## src/rtl/valu_pkg.sv

```systemverilog
`default_nettype none

package valu_pkg;

	// Datapath word
	localparam int DATA_W = 64;

	// Lane counts per width
	localparam int LANES_8 = 8;
	localparam int LANES_16 = 4;
	localparam int LANES_32 = 2;

	// Field widths of the instruction
	localparam int OPC_W = 6;
	localparam int FN_W = 6;
	localparam int WW_W = 2;

	// Lane width codes
	localparam logic [WW_W-1:0] WIDTH_8 = 2'b00;
	localparam logic [WW_W-1:0] WIDTH_16 = 2'b01;
	localparam logic [WW_W-1:0] WIDTH_32 = 2'b10;
	localparam logic [WW_W-1:0] WIDTH_64 = 2'b11;

	// Instruction classes
	// Only the register ALU class runs here
	localparam logic [OPC_W-1:0] OPC_R_ALU = 6'b101010;
	localparam logic [OPC_W-1:0] OPC_LOAD = 6'b100000;
	localparam logic [OPC_W-1:0] OPC_STORE = 6'b100001;
	localparam logic [OPC_W-1:0] OPC_BRANCH_EZ = 6'b100010;
	localparam logic [OPC_W-1:0] OPC_BRANCH_NZ = 6'b100011;
	localparam logic [OPC_W-1:0] OPC_NOP = 6'b111100;

	// Function codes
	localparam logic [FN_W-1:0] FN_NOP = 6'd0;
	localparam logic [FN_W-1:0] FN_AND = 6'd1;
	localparam logic [FN_W-1:0] FN_OR = 6'd2;
	localparam logic [FN_W-1:0] FN_XOR = 6'd3;
	localparam logic [FN_W-1:0] FN_NOT = 6'd4;
	localparam logic [FN_W-1:0] FN_MOV = 6'd5;
	localparam logic [FN_W-1:0] FN_ADD = 6'd6;
	localparam logic [FN_W-1:0] FN_SUB = 6'd7;
	// Widening multiplies
	localparam logic [FN_W-1:0] FN_MULEU = 6'd8;
	localparam logic [FN_W-1:0] FN_MULOU = 6'd9;
	// Shifts and half swap
	localparam logic [FN_W-1:0] FN_SLL = 6'd10;
	localparam logic [FN_W-1:0] FN_SRL = 6'd11;
	localparam logic [FN_W-1:0] FN_SRA = 6'd12;
	// Last supported code, everything above is rejected
	localparam logic [FN_W-1:0] FN_RTTH = 6'd13;

	// One 64-bit operand seen at every lane width
	// Element 0 is the most significant lane
	typedef union packed {
		logic [0:LANES_8-1][7:0] b8;
		logic [0:LANES_16-1][15:0] h16;
		logic [0:LANES_32-1][31:0] w32;
		logic [DATA_W-1:0] d64;
	} vec_word_u;

endpackage

`default_nettype wire

```

## src/rtl/valu_multiplier.sv

```systemverilog
`timescale 1ns/10ps
`default_nettype none

module valu_multiplier
	import valu_pkg::*;
(
	input wire [FN_W-1:0] s1_funct,
	input wire [WW_W-1:0] s1_width,
	input wire vec_word_u s1_a,
	input wire vec_word_u s1_b,
	output vec_word_u product
);

	logic odd;
	logic mul_en;

	// Odd picks lanes 1, 3, 5..., even picks 0, 2, 4...
	assign odd = (s1_funct == FN_MULOU);
	assign mul_en = odd || (s1_funct == FN_MULEU);

	// Source lane 2k+odd feeds double-width lane k
	always_comb begin
		product.d64 = '0;
		if (mul_en) begin
			case (s1_width)
				WIDTH_8: begin
					for (int k = 0; k < LANES_8 / 2; k++) begin
						product.h16[k] = s1_a.b8[2 * k + odd] * s1_b.b8[2 * k + odd];
					end
				end
				WIDTH_16: begin
					for (int k = 0; k < LANES_16 / 2; k++) begin
						product.w32[k] = s1_a.h16[2 * k + odd] * s1_b.h16[2 * k + odd];
					end
				end
				WIDTH_32: begin
					// Single 64-bit product
					product.d64 = s1_a.w32[odd] * s1_b.w32[odd];
				end
				default: begin
					// 64-bit lanes flagged illegal at issue
					product.d64 = '0;
				end
			endcase
		end
	end

endmodule

`default_nettype wire

```

## config.mk

```make
export PLATFORM = sky130hd
export DESIGN_NAME = valu_multiplier
export DESIGN_NICKNAME = d
export VERILOG_FILES = /design/src/rtl/valu_pkg.sv /design/src/rtl/valu_multiplier.sv
export SDC_FILE = /design/constraint.sdc
export NUM_CORES = 2
export LEC_CHECK = 0
export ABC_AREA = 1
export BUFFER_PORTS_ARGS = -buffer_cell sky130_fd_sc_hd__buf_2
export CAP_MARGIN = 25
export CORE_MARGIN = 10
export CORE_UTILIZATION = 35
export DETAILED_ROUTE_END_ITERATION = 8
export PLACE_DENSITY_LB_ADDON = 0.25
export SYNTH_ARGS = -nofsm -noshare
export SYNTH_HDL_FRONTEND = slang
export SYNTH_SLANG_ARGS = --single-unit
```

## constraint.sdc

```tcl
create_clock -name vclk -period 24.1
set_input_delay 1.205 -clock vclk [all_inputs]
set_output_delay 1.205 -clock vclk [all_outputs]
set_load 0.02 [all_outputs]
```

==> metrics.yaml <==
outcome: "finished clean"
grt_max_degree: 80
grt_pass1_vias: 58600
worstSetupStartpointType: "input pin"
area_growth_pct: 5.55
max_freq_mhz: 73.7
slew_violations: 0
tns_ns: 0
mappedNetlistArea_sq_um: 62500
ys_warn_count: 0
gp_congestion: 1.03
port_buffers: 200
drc: 0
drtPass1Iterations: 6
seq_area_frac_synth_pct: 0
cpPeakStageDelay_ns: 0.81
period_minus_slack_ns: 13.57
cp.arrival_ns: 12.36
rsz0062_at_grt: "false"
critical_path.top_delay_family: "adder cells"
grt_util_met1_pct: 33.2
synth.avg_cell_area_sq_um: 7.52
tightest_slew_ns: 1.09
cpMostUsedCell: "fa_1"
use_met3_pct: 3.97
num_vias: 55500
synth_fp_nets: 10500
cts_setup_buffers: 0
cp.required_ns: 22.89
nClkBuffers: 0
busiest_layer: "met2"
wl_per_cell_um: 25.0
grt_pass1_wl_um: 392000
crit_path_top_delay_cell: "inv_1"
final_core_util_pct: 37.0
coreArea_sq_um: 178000
die_h_um: 443
dp_hpwl_um: 225000
finalCritPeriodShare_pct: 56.3
gr-usage-met2_pct: 43.7
relSlewSlack_pct: 26.8
critPathKind: "input pin to primary output"
start_util_pct: 35.1
pre_cts_ws_ns: 10.82
setup-violations-final: 0
die_w_um: 443
setup_slack_ns: 10.53
num_rows: 155
crit_buf_inv: 11
drt_iter0_markers: 4636
grt_usage_pct: 26.9
layout.area.seq_sq_um: 0
cts_resized: 0
end_kind: "primary output"
ant_nets: 0
seq_cells: 0
vias_per_cell: 5.18
cap_violations: 0
io_pins: 200
cp_max_fo: 79
die-area_sq_um: 196000
cts_hold_buf: 0
drive_above_1_share_pct: 6.98
synth_cell_types: 42
hold_violations: 0
nets: 10500
hold_path_class: "input pin to primary output"
wl_um: 267000
antenna_found_initial: 11
grt-ovfl-total: 0
syn_inst: 8307
-- cells by family after synthesis --
family          count (synthesis)  share of synthesized area (%)
compound gates                603                           5.83
xor+xnor                       27                          0.378
fa+ha+maj                    2043                           58.1
buf+inv                      2345                           14.7
simple gates                 3289                           21.0
-- worst min-delay path, cell delays in order --
cell and delay [ns]:
buf_2 0.08, nor2_2 0.05, nand3_4 0.11, a21oi_1 0.06, buf_2 0.18
-- final cells by class --
type / count / area (sq um)
diodes: 10 / 25.0
fillers: 19100 / 112000
inverters: 2098 / 7880
multi-input cells: 5962 / 53400
well taps: 2355 / 2950
repair buffers: 293 / 1720
-- cell usage after synthesis (2+ instances only) --
| library cell | instances | area, sq um |
|---|---|---|
| inv_1 | 2012 | 7550 |
| nand2_1 | 1763 | 6620 |
| fa_1 | 1428 | 28600 |
| nor2_1 | 1101 | 4130 |
| ha_1 | 615 | 7690 |
| a21oi_1 | 231 | 1160 |
| nand3_1 | 229 | 1150 |
| buf_2 | 186 | 931 |
| o21ai_0 | 129 | 646 |
| o21ai_2 | 94 | 823 |
| inv_2 | 82 | 308 |
| o21ai_1 | 81 | 405 |
| or2_2 | 71 | 444 |
| nor3_1 | 41 | 205 |
| nand4_1 | 27 | 169 |
| clkbuf_1 | 25 | 93.8 |
| buf_4 | 24 | 180 |
| nand3b_1 | 23 | 173 |
| or2_1 | 20 | 125 |
| xnor2_1 | 17 | 149 |
| o21bai_1 | 16 | 120 |
| o211ai_1 | 12 | 90.1 |
| o21ai_4 | 12 | 195 |
| xor2_1 | 10 | 87.6 |
| a31oi_1 | 7 | 43.8 |
| buf_6 | 7 | 78.8 |
| or2_4 | 7 | 61.3 |
| a21o_1 | 6 | 45.0 |
| buf_1 | 5 | 18.8 |
| o21a_1 | 5 | 37.5 |
| a21boi_0 | 4 | 30.0 |
| a22o_1 | 2 | 17.5 |
| clkinv_1 | 2 | 7.51 |
| inv_4 | 2 | 12.5 |
| nor2_2 | 2 | 12.5 |
| nor4_1 | 2 | 12.5 |
| o221ai_1 | 2 | 17.5 |
-- layout by cell type (no fill, tap or decap), types with 89 or more instances in the layout --
master | netlist | routed
inv_1 | 2012 | 2012
nand2_1 | 1763 | 1763
fa_1 | 1428 | 1428
nor2_1 | 1101 | 1098
ha_1 | 615 | 615
a21oi_1 | 231 | 231
nand3_1 | 229 | 229
buf_2 | 186 | 200
o21ai_0 | 129 | 129
o21ai_2 | 94 | 107
buf_4 | 24 | 89
-- stage by stage --
step / hold slack, ns / std cells / instance area [sq um]
after floorplan: 2.60 / 8307 / 62500
after global routing: 2.90 / 10700 / 65900
final: 2.90 / 10700 / 66000
after CTS: 2.89 / 10700 / 65900
after detailed placement: 2.89 / 10700 / 65900
after global placement: 2.89 / 10700 / 65900
-- metal layers --
layer | part of all wire (%) | wire (um)
met3 | 7.0 | 18600
met4 | 8.5 | 22800
met2 | 46 | 122000
met5 | 0.030 | 81
met1 | 39 | 104000
-- path summary, 6_finish.rpt --
kind | from | end | slack, ns | cells past startpoint
worst max-delay path | s1_funct[5] | product[60] | 10.53 | 36
worst min-delay path | s1_funct[4] | product[52] | 2.90 | 5
