### src/rtl/valu_pkg.sv
`default_nettype none

package valu_pkg;

	// Datapath word
	localparam int DATA_W = 64;

	// Lane counts per width
	localparam int LANES_8 = 8;
	localparam int LANES_16 = 4;
	localparam int LANES_32 = 2;

	// Field widths of the instruction
	localparam int OPC_W = 6;
	localparam int FN_W = 6;
	localparam int WW_W = 2;

	// Lane width codes
	localparam logic [WW_W-1:0] WIDTH_8 = 2'b00;
	localparam logic [WW_W-1:0] WIDTH_16 = 2'b01;
	localparam logic [WW_W-1:0] WIDTH_32 = 2'b10;
	localparam logic [WW_W-1:0] WIDTH_64 = 2'b11;

	// Instruction classes
	// Only the register ALU class runs here
	localparam logic [OPC_W-1:0] OPC_R_ALU = 6'b101010;
	localparam logic [OPC_W-1:0] OPC_LOAD = 6'b100000;
	localparam logic [OPC_W-1:0] OPC_STORE = 6'b100001;
	localparam logic [OPC_W-1:0] OPC_BRANCH_EZ = 6'b100010;
	localparam logic [OPC_W-1:0] OPC_BRANCH_NZ = 6'b100011;
	localparam logic [OPC_W-1:0] OPC_NOP = 6'b111100;

	// Function codes
	localparam logic [FN_W-1:0] FN_NOP = 6'd0;
	localparam logic [FN_W-1:0] FN_AND = 6'd1;
	localparam logic [FN_W-1:0] FN_OR = 6'd2;
	localparam logic [FN_W-1:0] FN_XOR = 6'd3;
	localparam logic [FN_W-1:0] FN_NOT = 6'd4;
	localparam logic [FN_W-1:0] FN_MOV = 6'd5;
	localparam logic [FN_W-1:0] FN_ADD = 6'd6;
	localparam logic [FN_W-1:0] FN_SUB = 6'd7;
	// Widening multiplies
	localparam logic [FN_W-1:0] FN_MULEU = 6'd8;
	localparam logic [FN_W-1:0] FN_MULOU = 6'd9;
	// Shifts and half swap
	localparam logic [FN_W-1:0] FN_SLL = 6'd10;
	localparam logic [FN_W-1:0] FN_SRL = 6'd11;
	localparam logic [FN_W-1:0] FN_SRA = 6'd12;
	// Last supported code, everything above is rejected
	localparam logic [FN_W-1:0] FN_RTTH = 6'd13;

	// One 64-bit operand seen at every lane width
	// Element 0 is the most significant lane
	typedef union packed {
		logic [0:LANES_8-1][7:0] b8;
		logic [0:LANES_16-1][15:0] h16;
		logic [0:LANES_32-1][31:0] w32;
		logic [DATA_W-1:0] d64;
	} vec_word_u;

endpackage

`default_nettype wire

### src/rtl/valu_result_stage.sv
`timescale 1ns/10ps
`default_nettype none

module valu_result_stage
	import valu_pkg::*;
(
	input wire clk,
	input wire rst,
	input wire s1_valid,
	input wire [FN_W-1:0] s1_funct,
	input wire s1_illegal,
	input wire vec_word_u s1_a,
	input wire vec_word_u s1_b,
	input wire vec_word_u sum,
	input wire vec_word_u shift_out,
	input wire vec_word_u product,
	input wire out_ready,
	output logic s1_ready,
	output logic out_valid,
	output vec_word_u result,
	output logic illegal
);

	vec_word_u res_next;

	// Output register empty or being read now
	assign s1_ready = !out_valid || out_ready;

	// Bitwise ops locally, the rest from the units
	always_comb begin
		case (s1_funct)
			FN_NOP: res_next.d64 = '0;
			FN_AND: res_next.d64 = s1_a.d64 & s1_b.d64;
			FN_OR: res_next.d64 = s1_a.d64 | s1_b.d64;
			FN_XOR: res_next.d64 = s1_a.d64 ^ s1_b.d64;
			FN_NOT: res_next.d64 = ~s1_a.d64;
			FN_MOV: res_next.d64 = s1_a.d64;
			FN_ADD, FN_SUB: res_next = sum;
			FN_MULEU, FN_MULOU: res_next = product;
			FN_SLL, FN_SRL, FN_SRA, FN_RTTH: res_next = shift_out;
			default: res_next.d64 = '0;
		endcase
		// Rejected instructions return zero
		if (s1_illegal) begin
			res_next.d64 = '0;
		end
	end

	always_ff @(posedge clk) begin
		if (rst) begin
			out_valid <= 1'b0;
		end else if (s1_ready) begin
			out_valid <= s1_valid;
		end
	end

	// Loaded only on a stage 1 transfer
	always_ff @(posedge clk) begin
		if (s1_valid && s1_ready) begin
			result <= res_next;
			illegal <= s1_illegal;
		end
	end

	// Held output while the sink stalls
	a_out_hold: assert property (@(posedge clk) disable iff (rst)
		out_valid && !out_ready |=> out_valid && $stable(result) && $stable(illegal))
		else $error("output changed under back-pressure");

	// Nothing left over from before reset
	a_rst_empty: assert property (@(posedge clk) rst |=> !out_valid)
		else $error("out_valid high after reset");

endmodule

`default_nettype wire

### config.mk
export PLATFORM = sky130hd
export DESIGN_NAME = valu_result_stage
export DESIGN_NICKNAME = d
export VERILOG_FILES = /design/src/rtl/valu_pkg.sv /design/src/rtl/valu_result_stage.sv
export SDC_FILE = /design/constraint.sdc
export NUM_CORES = 1
export LEC_CHECK = 0
export BUFFER_PORTS_ARGS = -buffer_cell sky130_fd_sc_hd__buf_2
export CORE_AREA = 2 2 154 156
export DETAILED_ROUTE_END_ITERATION = 8
export DIE_AREA = 0 0 156 158
export PLACE_DENSITY = 0.7
export SLEW_MARGIN = 20
export SYNTH_ARGS = -nofsm -noshare
export SYNTH_HDL_FRONTEND = slang
export SYNTH_SLANG_ARGS = --single-unit
### constraint.sdc
create_clock -name clk -period 2.21 [get_ports clk]
set_input_delay 0.221 -clock clk [delete_from_list [all_inputs] [get_ports clk]]
set_output_delay 0.221 -clock clk [all_outputs]
set_load 0.01 [all_outputs]
==> results.cfg <==
[finish]
syn_to_final_growth_pct = 34.3
layout_common_cells = buf_2 (397), a22oi_1 (158), inv_1 (129)
final_common_cell = buf_2
antenna_cells = 0
drive_above_1_share_pct = 38.2
final_nets = 1623
fill_cells = 2220

[placed_design]
place_congestion = 0.812
port_buffers = 397
dpl.hpwl_mm = 20.0

[timing]
setup_tns_ps = 0
max_slew_margin_pct = 67.5
rsz0062_at_grt = false
worstMarginPinSlew_ps = 487
holdWs_ps = 26.0
skew_ps = 10.0
finalHoldViolCount = 0
slew_viol_final = 0
period_minus_slack_ps = 1410
fmaxAchievable_mhz = 711
min_period_over_period_pct = 63.6
setup_viol = 0

[drt]
drt_iter0_drc = 566
drc = 0
antenna_left = 0
wl_per_cell_um = 19.5
firstDrtPassIters = 6
routed_wl_mm = 28.4
dr_total_vias = 8287
viasPerCell = 5.68

[floorplan]
floorplan.die.width_um = 156
num_rows = 56
die_y_um = 158
initial_utilization_pct = 32.5
coreArea_sq_um = 23100
die_area_sq_um = 24600
io-pin-count = 398

[cts]
cts_tree = built
cts_resized = 0
clk-insertion-delay-late_ps = 340
cts.path.max_buffers = 2
cts-root-buf = clkbuf_16
cts_max_level = 3
clk_pin_slew_ps = 60
post_cts_buffers = 0
ctsHoldBuffers = 0
cts.sinks = 66
cts_buffers = 9

[pwr]
leakagePower_nw = 4.75
p_per_area_nw_per_um2 = 429
ir_drop_mv = 0.233
total_power_mw = 4.33

[grt]
grt_pass1_vias = 8214
grt_pass1_wl_mm = 42.8
grtUsageTotal_pct = 22.2
antenna_found_initial = 2
grt_max_degree = 66
grt_overflow_total = 0

[synth]
avgSynthCellArea_sq_um = 9.21
yosysWarnings = 0
synth_nets = 1273
synth-seq-area-share_pct = 26.3
syn_inst = 814
synthArstFlopShare_pct = 0
synth_edf_count = 65
synth_seq_cells = 66
ys_types = 31
synthFlopType = edfxtp_1
syn_area_sq_um = 7500

[worst_setup_path]
cp_max_fo = 33
end_kind = register
cp.arrival_ps = 1480
crit_type = in -> reg
critPathLaunchType = input pin
critPathRequiredTime_ps = 2280

[min_path]
worstHoldPathType = in -> reg

[run]
cap_violations = 0

[status]
status = completed
==> critical path, stage by stage <==
cell     delay, ps
buf_2          160
nor2b_4        150
o211a_2        260
buf_4          240
a22oi_1        300
a31oi_1        130
==> metrics by stage <==
step / worst slack, ps / utilization (%) / std cells / area (sq um)
floorplan: 439 / - / 814 / 7500
finish: 804 / 43.7 / 1459 / 10100
global placement: 452 / 42.2 / 1443 / 9740
CTS: 808 / 43.7 / 1459 / 10100
detailed placement: 436 / 42.2 / 1443 / 9740
global route: 696 / 43.7 / 1459 / 10100
==> power by group <==
group          internal [mW]  switching [mW]
Clock                   1.10           0.599
Combinational          0.525           0.642
Sequential              1.44          0.0194
==> final timing paths <==
path / slack (ps) / cells after the start / endpoint / start
max: 800 / 6 / result[39] / s1_funct[2]
max reg2reg: 900 / 3 / result[39] / out_valid
min: 30 / 2 / out_valid / rst
min reg2reg: 520 / 2 / out_valid / out_valid
==> synthesized netlist by cell type (2+ instances only) <==
cell / n / area share [%]
a22oi_1: 158 / 16
inv_1: 130 / 6.5
ha_1: 128 / 21
edfxtp_1: 65 / 26
a31oi_1: 63 / 5.3
buf_2: 36 / 2.4
a221o_1: 33 / 4.4
nand3_1: 32 / 2.1
o221ai_1: 32 / 3.7
a22o_1: 31 / 3.6
o22ai_1: 31 / 2.6
clkbuf_1: 28 / 1.4
buf_6: 11 / 1.7
nor2_1: 7 / 0.35
and2_1: 3 / 0.25
buf_1: 3 / 0.15
nand2b_1: 3 / 0.25
a21oi_1: 2 / 0.13
and3_1: 2 / 0.17
buf_4: 2 / 0.20
nor2b_1: 2 / 0.17
o21ai_0: 2 / 0.13
or3_1: 2 / 0.17
==> flip-flops by register name, indices dropped and copies added (netlist names) <==
signal and cells:
result 64, out_valid 1, illegal 1
==> layout make-up <==
type,count,area (sq um),share of cell area [%]
Clock buffer,10,229,2.27
Multi-Input combinational cell,538,4650,46.2
Tap cell,290,363,3.60
Inverter,130,488,4.84
Timing Repair Buffer,419,2260,22.5
Sequential cell,66,1970,19.6
Clock inverter,6,105,1.04
==> cell families after synthesis <==
family	count (synthesis)	synth area share, %
AOI/OAI and AO/OA	355	36.1
buffers and inverters	210	12.3
adders and majority gates	128	21.4
DFF	66	26.3
and+or+nand+nor	53	3.72
xor gates and xnor gates	1	0.117
muxes	1	0.133
==> layer usage <==
metal / part of all wire [%] / GRT usage [%] / vias to the layer above / wire length (um)
li1: - / - / 3886 / -
met1: 39 / 25.7 / 3930 / 11100
met2: 50 / 39.4 / 415 / 14200
met3: 8.1 / 4.33 / 54 / 2310
met4: 2.9 / 10.2 / 2 / 824
met5: 0.046 / 0 / - / 13
No activity file was read; power rests on OpenSTA's default activity.
