[src/rtl/valu_pkg.sv]
`default_nettype none

package valu_pkg;

	// Datapath word
	localparam int DATA_W = 64;

	// Lane counts per width
	localparam int LANES_8 = 8;
	localparam int LANES_16 = 4;
	localparam int LANES_32 = 2;

	// Field widths of the instruction
	localparam int OPC_W = 6;
	localparam int FN_W = 6;
	localparam int WW_W = 2;

	// Lane width codes
	localparam logic [WW_W-1:0] WIDTH_8 = 2'b00;
	localparam logic [WW_W-1:0] WIDTH_16 = 2'b01;
	localparam logic [WW_W-1:0] WIDTH_32 = 2'b10;
	localparam logic [WW_W-1:0] WIDTH_64 = 2'b11;

	// Instruction classes
	// Only the register ALU class runs here
	localparam logic [OPC_W-1:0] OPC_R_ALU = 6'b101010;
	localparam logic [OPC_W-1:0] OPC_LOAD = 6'b100000;
	localparam logic [OPC_W-1:0] OPC_STORE = 6'b100001;
	localparam logic [OPC_W-1:0] OPC_BRANCH_EZ = 6'b100010;
	localparam logic [OPC_W-1:0] OPC_BRANCH_NZ = 6'b100011;
	localparam logic [OPC_W-1:0] OPC_NOP = 6'b111100;

	// Function codes
	localparam logic [FN_W-1:0] FN_NOP = 6'd0;
	localparam logic [FN_W-1:0] FN_AND = 6'd1;
	localparam logic [FN_W-1:0] FN_OR = 6'd2;
	localparam logic [FN_W-1:0] FN_XOR = 6'd3;
	localparam logic [FN_W-1:0] FN_NOT = 6'd4;
	localparam logic [FN_W-1:0] FN_MOV = 6'd5;
	localparam logic [FN_W-1:0] FN_ADD = 6'd6;
	localparam logic [FN_W-1:0] FN_SUB = 6'd7;
	// Widening multiplies
	localparam logic [FN_W-1:0] FN_MULEU = 6'd8;
	localparam logic [FN_W-1:0] FN_MULOU = 6'd9;
	// Shifts and half swap
	localparam logic [FN_W-1:0] FN_SLL = 6'd10;
	localparam logic [FN_W-1:0] FN_SRL = 6'd11;
	localparam logic [FN_W-1:0] FN_SRA = 6'd12;
	// Last supported code, everything above is rejected
	localparam logic [FN_W-1:0] FN_RTTH = 6'd13;

	// One 64-bit operand seen at every lane width
	// Element 0 is the most significant lane
	typedef union packed {
		logic [0:LANES_8-1][7:0] b8;
		logic [0:LANES_16-1][15:0] h16;
		logic [0:LANES_32-1][31:0] w32;
		logic [DATA_W-1:0] d64;
	} vec_word_u;

endpackage

`default_nettype wire

[src/rtl/valu_lane_adder.sv]
`timescale 1ns/10ps
`default_nettype none

module valu_lane_adder
	import valu_pkg::*;
(
	input wire [FN_W-1:0] s1_funct,
	input wire [WW_W-1:0] s1_width,
	input wire vec_word_u s1_a,
	input wire vec_word_u s1_b,
	output vec_word_u sum
);

	logic sub;
	vec_word_u b_op;
	logic [2:0] lane_mask;
	logic [2:0] pos;
	logic carry;
	logic cin;

	assign sub = (s1_funct == FN_SUB);

	// Subtract as A plus inverted B plus one
	assign b_op.d64 = sub ? ~s1_b.d64 : s1_b.d64;

	// Bytes per lane minus one
	// 000, 001, 011, 111 for 8 to 64 bits
	assign lane_mask = 3'b111 >> (2'd3 - s1_width);

	// Byte-wide ripple, lowest byte first
	always_comb begin
		carry = 1'b0;
		cin = 1'b0;
		pos = 3'd0;
		sum.d64 = '0;
		for (int k = LANES_8 - 1; k >= 0; k--) begin
			pos = 3'(k);
			// Lowest byte of a lane restarts the chain
			if ((pos & lane_mask) == lane_mask) begin
				cin = sub;
			end else begin
				cin = carry;
			end
			// Carry out of the lane top is simply dropped
			{carry, sum.b8[k]} = s1_a.b8[k] + b_op.b8[k] + cin;
		end
	end

endmodule

`default_nettype wire

[config.mk]
export PLATFORM = sky130hd
export DESIGN_NAME = valu_lane_adder
export DESIGN_NICKNAME = d
export VERILOG_FILES = /design/src/rtl/valu_pkg.sv /design/src/rtl/valu_lane_adder.sv
export SDC_FILE = /design/constraint.sdc
export NUM_CORES = 1
export LEC_CHECK = 0
export ABC_CLOCK_PERIOD_IN_PS = 19360
export BUFFER_PORTS_ARGS = -buffer_cell sky130_fd_sc_hd__buf_2
export CAP_MARGIN = 0
export CORE_MARGIN = 3
export CORE_UTILIZATION = 47
export DETAILED_ROUTE_END_ITERATION = 12
export PLACE_DENSITY = 0.85
export SLEW_MARGIN = 5
export SYNTH_ARGS = -nofsm -noshare
export SYNTH_HDL_FRONTEND = slang
export SYNTH_SLANG_ARGS = --single-unit
[constraint.sdc]
create_clock -name vclk -period 19.36
set_input_delay 2.904 -clock vclk [all_inputs]
set_output_delay 2.904 -clock vclk [all_outputs]
set_load 0.02 [all_outputs]
==> results of run 1 <==
## placed cells by master (no fill, tap or decap), types with 2 or more instances in the layout
cell type  count
o2111ai_1      2
fa_1          15
nand3_1        6
nor2_1        36
a21oi_1       21
inv_1         35
nand2_1        9
o21ai_1        2
buf_4          2
nand3b_1       6
o211ai_1       5
nor4_1         2
buf_2        200
nor3_1         8
o21ai_0       24
o311ai_0       2
xnor2_1       73
xnor2_2       19
ha_1          55
o21a_1        23
nor2b_1       13
nor3b_1        2
o31ai_1        3
o21bai_1       3
o31a_1         9
a21o_1         4
xor2_1        10
## through the flow
stage                     total power [mW]  worst slack, ns  hold WS (ns)
final                                0.191             1.02          6.14
after global routing                 0.208           0.0505          6.16
after CTS                            0.191             1.03          6.14
after detailed placement             0.190             1.07          6.13
after global placement               0.186             1.55          6.13
after floorplan                      0.128             2.42          5.93
## layer usage
metal  part of all wire  up-vias  track usage
li1                   -     1821            -
met1               0.38     1711        0.260
met2               0.53      152        0.468
met3              0.062       22       0.0282
met4              0.020        0       0.0503
met5                  0        -            0
## power groups by stage
stage               clock network, mW  registers (mW)  logic [mW]
finish                              0               0       0.191
CTS                                 0               0       0.191
floorplan                           0               0       0.128
global route                        0               0       0.208
detailed placement                  0               0       0.190
global placement                    0               0       0.186
## worst min-delay path: stages
cell and delay [ns]:
buf_2 0.11, xor2_1 0.06, buf_2 0.15
## cell type report
cell class	count	area (um2)
inverters	35	131
well taps	96	120
multi-input cells	367	3190
fillers	642	2450
repair buffers	202	1020
## cells by family (layout without fill, tap and decap cells)
family,count (synthesis),in the layout,synth area share
compound gates,109,109,0.216
xor+xnor,102,102,0.304
fa+ha+maj,70,70,0.290
buf+inv,43,237,0.0650
simple gates,86,86,0.125
## worst paths after layout
kind,from,to,cells after the start
hold / removal,s1_a[0],sum[0],3
setup / recovery,s1_funct[4],sum[62],59
==> flow_metrics.tcl, run 1 <==
set metrics [dict create \
    cp.required_ns 16.46 \
    avgSynthCellArea_um2 8.32 \
    switching_power_mw 0.111 \
    dieWidth_um 91.2 \
    num-clock-buffers 0 \
    antenna_found_initial 0 \
    drtIter0Drc 89 \
    post_cts_buffers 0 \
    p_sw_frac 0.583 \
    final_antenna_net_count 0 \
    utilization 0.645 \
    max-vdd-ir-drop_uv 25.7 \
    syn_nets 616 \
    fp.dieH_um 91.2 \
    drt-total-wl_mm 10.2 \
    portBuffers 200 \
    synthTopCellsByCount "73 x xnor2_1, 55 x ha_1, 36 x nor2_1, 35 x inv_1, 24 x o21ai_0" \
    postCtsHoldBufs 0 \
    synth_cells 410 \
    path_max_fanout 23 \
    cellLeakagePower_nw 2.30 \
    slowest_stage "fa_1" \
    report.final.slew_viol_count 0 \
    yosysUniqueCellTypes 44 \
    grt_use_total 0.234 \
    first_pass_iters 6 \
    yosysSeqAreaShare 0 \
    finalNetCount 812 \
    rsz0062_at_grt "false" \
    crit_buf_inv 3 \
    max_stage_delay_ns 0.47 \
    seqPwrFrac 0 \
    yosysMostFrequentCell "xnor2_1" \
    setup_viol 0 \
    drc 0 \
    rows 30 \
    drive_gt1_frac 0.369 \
    seq_area_um2 0 \
    p_per_area_nw_per_um2 42.8 \
    period_minus_slack_ns 18.34 \
    worstSetupPathType "in2out" \
    dp_hpwl_mm 9.08 \
    seq_cell_count 0 \
    gr-total-overflow 0 \
    p_comb_frac 1.000 \
    dp_cells 700 \
    finalHoldViolCount 0 \
    crit_family "adder cells" \
    io_pins 200 \
    worstSetupStartpointType "input pin" \
    die_area_um2 8310 \
    grt_pass1_wl_mm 16.8 \
    dpl-instance-area_um2 4460 \
    gp_congestion 0.903 \
    detail_route.wl_per_cell_um 14.5 \
    fin_area_um2 4460 \
    timing.fmax_ghz 0.0545 \
    internal_power_mw 0.0795 \
    core_um2 6910 \
    instances_no_fill 700 \
    grt_max_degree 33 \
    avgViaCountPerCell 5.29 \
    arrival_ns 15.44 \
    pwr-share-clk 0 \
    syn_to_final_growth_pct 30.7 \
    cts_resized 0 \
    netlist_area_um2 3410 \
    min_period_over_period 0.947 \
    grt_pass1_vias 3798 \
    endpoint_kind "output port" \
    cap_violations 0 \
    synthTopCellsByArea "ha_1 20%, xnor2_1 19%, xnor2_2 9.1%" \
    cpMostUsedCell "fa_1" \
    vias 3706 \
    status "finished, final reports clean" \
    fin_tns_setup_ns 0 \
    synth.top_cell.area_share 0.202 \
    worst_hold_path_type "in2out" \
    worst_slew_pin_slew_ns 0.629 \
    synth_warnings 0 \
    synth_top_cell_by_area "ha_1" \
    maxSlewHeadroom 0.579 \
    initial_core_util 0.494 \
    antenna_cells 0 \
]
Note: power is estimated with default switching activity, not from simulation.
==> run 2, diff against run 1 <==
--- a/config.mk
+++ b/config.mk
@@ -12,6 +12,7 @@
 export CORE_UTILIZATION = 47
 export DETAILED_ROUTE_END_ITERATION = 12
 export PLACE_DENSITY = 0.85
+export REMOVE_ABC_BUFFERS = 1
 export SLEW_MARGIN = 5
 export SYNTH_ARGS = -nofsm -noshare
 export SYNTH_HDL_FRONTEND = slang
==> run 2 against run 1 <==
Power fell by 0.25%. Flip-flop and latch count did not move. Setup slack improved by 0.15 ns.
==> flow_metrics.tcl, run 2 (synthesis results as in run 1) <==
set metrics [dict create \
    status "finished, final reports clean" \
    seqPwrFrac 0 \
    max-vdd-ir-drop_uv 27.8 \
    first_pass_iters 4 \
    min_path_cells 3 \
    drt-total-wl_mm 9.70 \
    multi_input_area_um2 3190 \
    worst_hold_path_type "in2out" \
    initial_core_util 0.494 \
    num-clock-buffers 0 \
    finalHoldViolCount 0 \
    whs_endpoint "sum[0]" \
    utilization 0.645 \
    grt_use_total 0.222 \
    cp.required_ns 16.46 \
    crit_family "adder cells" \
    dp_slack_ns 1.15 \
    fillCellCount 639 \
    grt_pass1_vias 3711 \
    fp.dieH_um 91.2 \
    gr-total-overflow 0 \
    vias 3707 \
    seq_cell_count 0 \
    pwr-share-clk 0 \
    p_comb_frac 1.000 \
    maxSlewHeadroom 0.624 \
    cap_violations 0 \
    syn_to_final_growth_pct 30.7 \
    drive_gt1_frac 0.369 \
    cts_resized 0 \
    max_stage_delay_ns 0.46 \
    antenna_found_initial 0 \
    cpMostUsedCell "fa_1" \
    gp_congestion 0.945 \
    drtIter0Drc 47 \
    crit_buf_inv 3 \
    final_common_cell "buf_2" \
    postCtsHoldBufs 0 \
    total_power_mw 0.190 \
    setup_viol 0 \
    antenna_cells 0 \
    dp_hpwl_mm 8.78 \
    period_minus_slack_ns 18.19 \
    core_um2 6910 \
    cellLeakagePower_nw 2.30 \
    slowest_stage "fa_1" \
    report.final.slew_viol_count 0 \
    worst_slew_pin_slew_ns 0.564 \
    seq_area_um2 0 \
    portBuffers 200 \
    p_per_area_nw_per_um2 42.7 \
    io_pins 200 \
    worstHoldStart "s1_a[0]" \
    dieWidth_um 91.2 \
    grt_max_degree 30 \
    grt_pass1_wl_mm 15.9 \
    die_area_um2 8310 \
    internal_power_mw 0.0797 \
    endpoint_kind "output port" \
    fin_tns_setup_ns 0 \
    detail_route.wl_per_cell_um 13.9 \
    drc 0 \
    finalWorstSetupSlack_ns 1.17 \
    switching_power_mw 0.111 \
    finalNetCount 812 \
    p_sw_frac 0.581 \
    arrival_ns 15.29 \
    rows 30 \
    timing.fmax_ghz 0.0550 \
    min_period_over_period 0.940 \
    post_cts_buffers 0 \
    mostFrequentLayoutCells "200 x buf_2, 73 x xnor2_1, 55 x ha_1, 36 x nor2_1, 35 x inv_1" \
    worstSetupStartpointType "input pin" \
    worstSetupPathType "in2out" \
    final_antenna_net_count 0 \
    path_max_fanout 29 \
    rsz0062_at_grt "false" \
    avgViaCountPerCell 5.30 \
]
-- run 2: cell counts in the layout (fill, tap and decap cells not counted) --
Identical to the previous run, type by type.
-- run 2: metrics by stage --
| stage | instances | hold WS (ns) | cell area, um2 |
|---|---|---|---|
| 2_1_floorplan | 402 | 5.93 | 3320 |
| 6_report | 700 | 6.14 | 4460 |
| 3_5_place_dp | 700 | 6.14 | 4460 |
| 4_1_cts | 700 | 6.14 | 4460 |
| 3_3_place_gp | 700 | 6.12 | 4460 |
| 5_1_grt | 700 | 6.16 | 4460 |
-- run 2: how the worst max path moves through the flow --
stage,start,endpoint,slack (ns),cells past startpoint
2_1_floorplan,s1_funct[4],sum[62],-0.65,58
6_report,s1_funct[4],sum[62],1.17,59
4_1_cts,s1_funct[4],sum[62],1.12,59
3_3_place_gp,s1_funct[4],sum[62],1.60,59
5_1_grt,s1_funct[4],sum[62],0.28,59
3_5_place_dp,s1_funct[4],sum[62],1.15,59
-- run 2: layer usage --
layer	track usage	share of wire
met3	0.0348	0.069
met1	0.240	0.38
met2	0.457	0.54
met4	0.0251	0.011
met5	0	0
-- run 2: layout make-up --
type | instances | area share
Tap cell | 96 | 0.0270
Inverter | 35 | 0.0295
Multi-Input combinational cell | 367 | 0.716
Timing Repair Buffer | 202 | 0.228
-- run 2: worst min-delay path, cell delays in order --
cell and delay (ns):
buf_2 0.11, xor2_1 0.07, buf_2 0.15
-- run 2: power groups by stage --
stage	clock (mW)	combinational [mW]	sequential [mW]
after floorplan	0	0.127	0
after global placement	0	0.185	0
after detailed placement	0	0.190	0
after CTS	0	0.191	0
after global routing	0	0.207	0
final	0	0.190	0
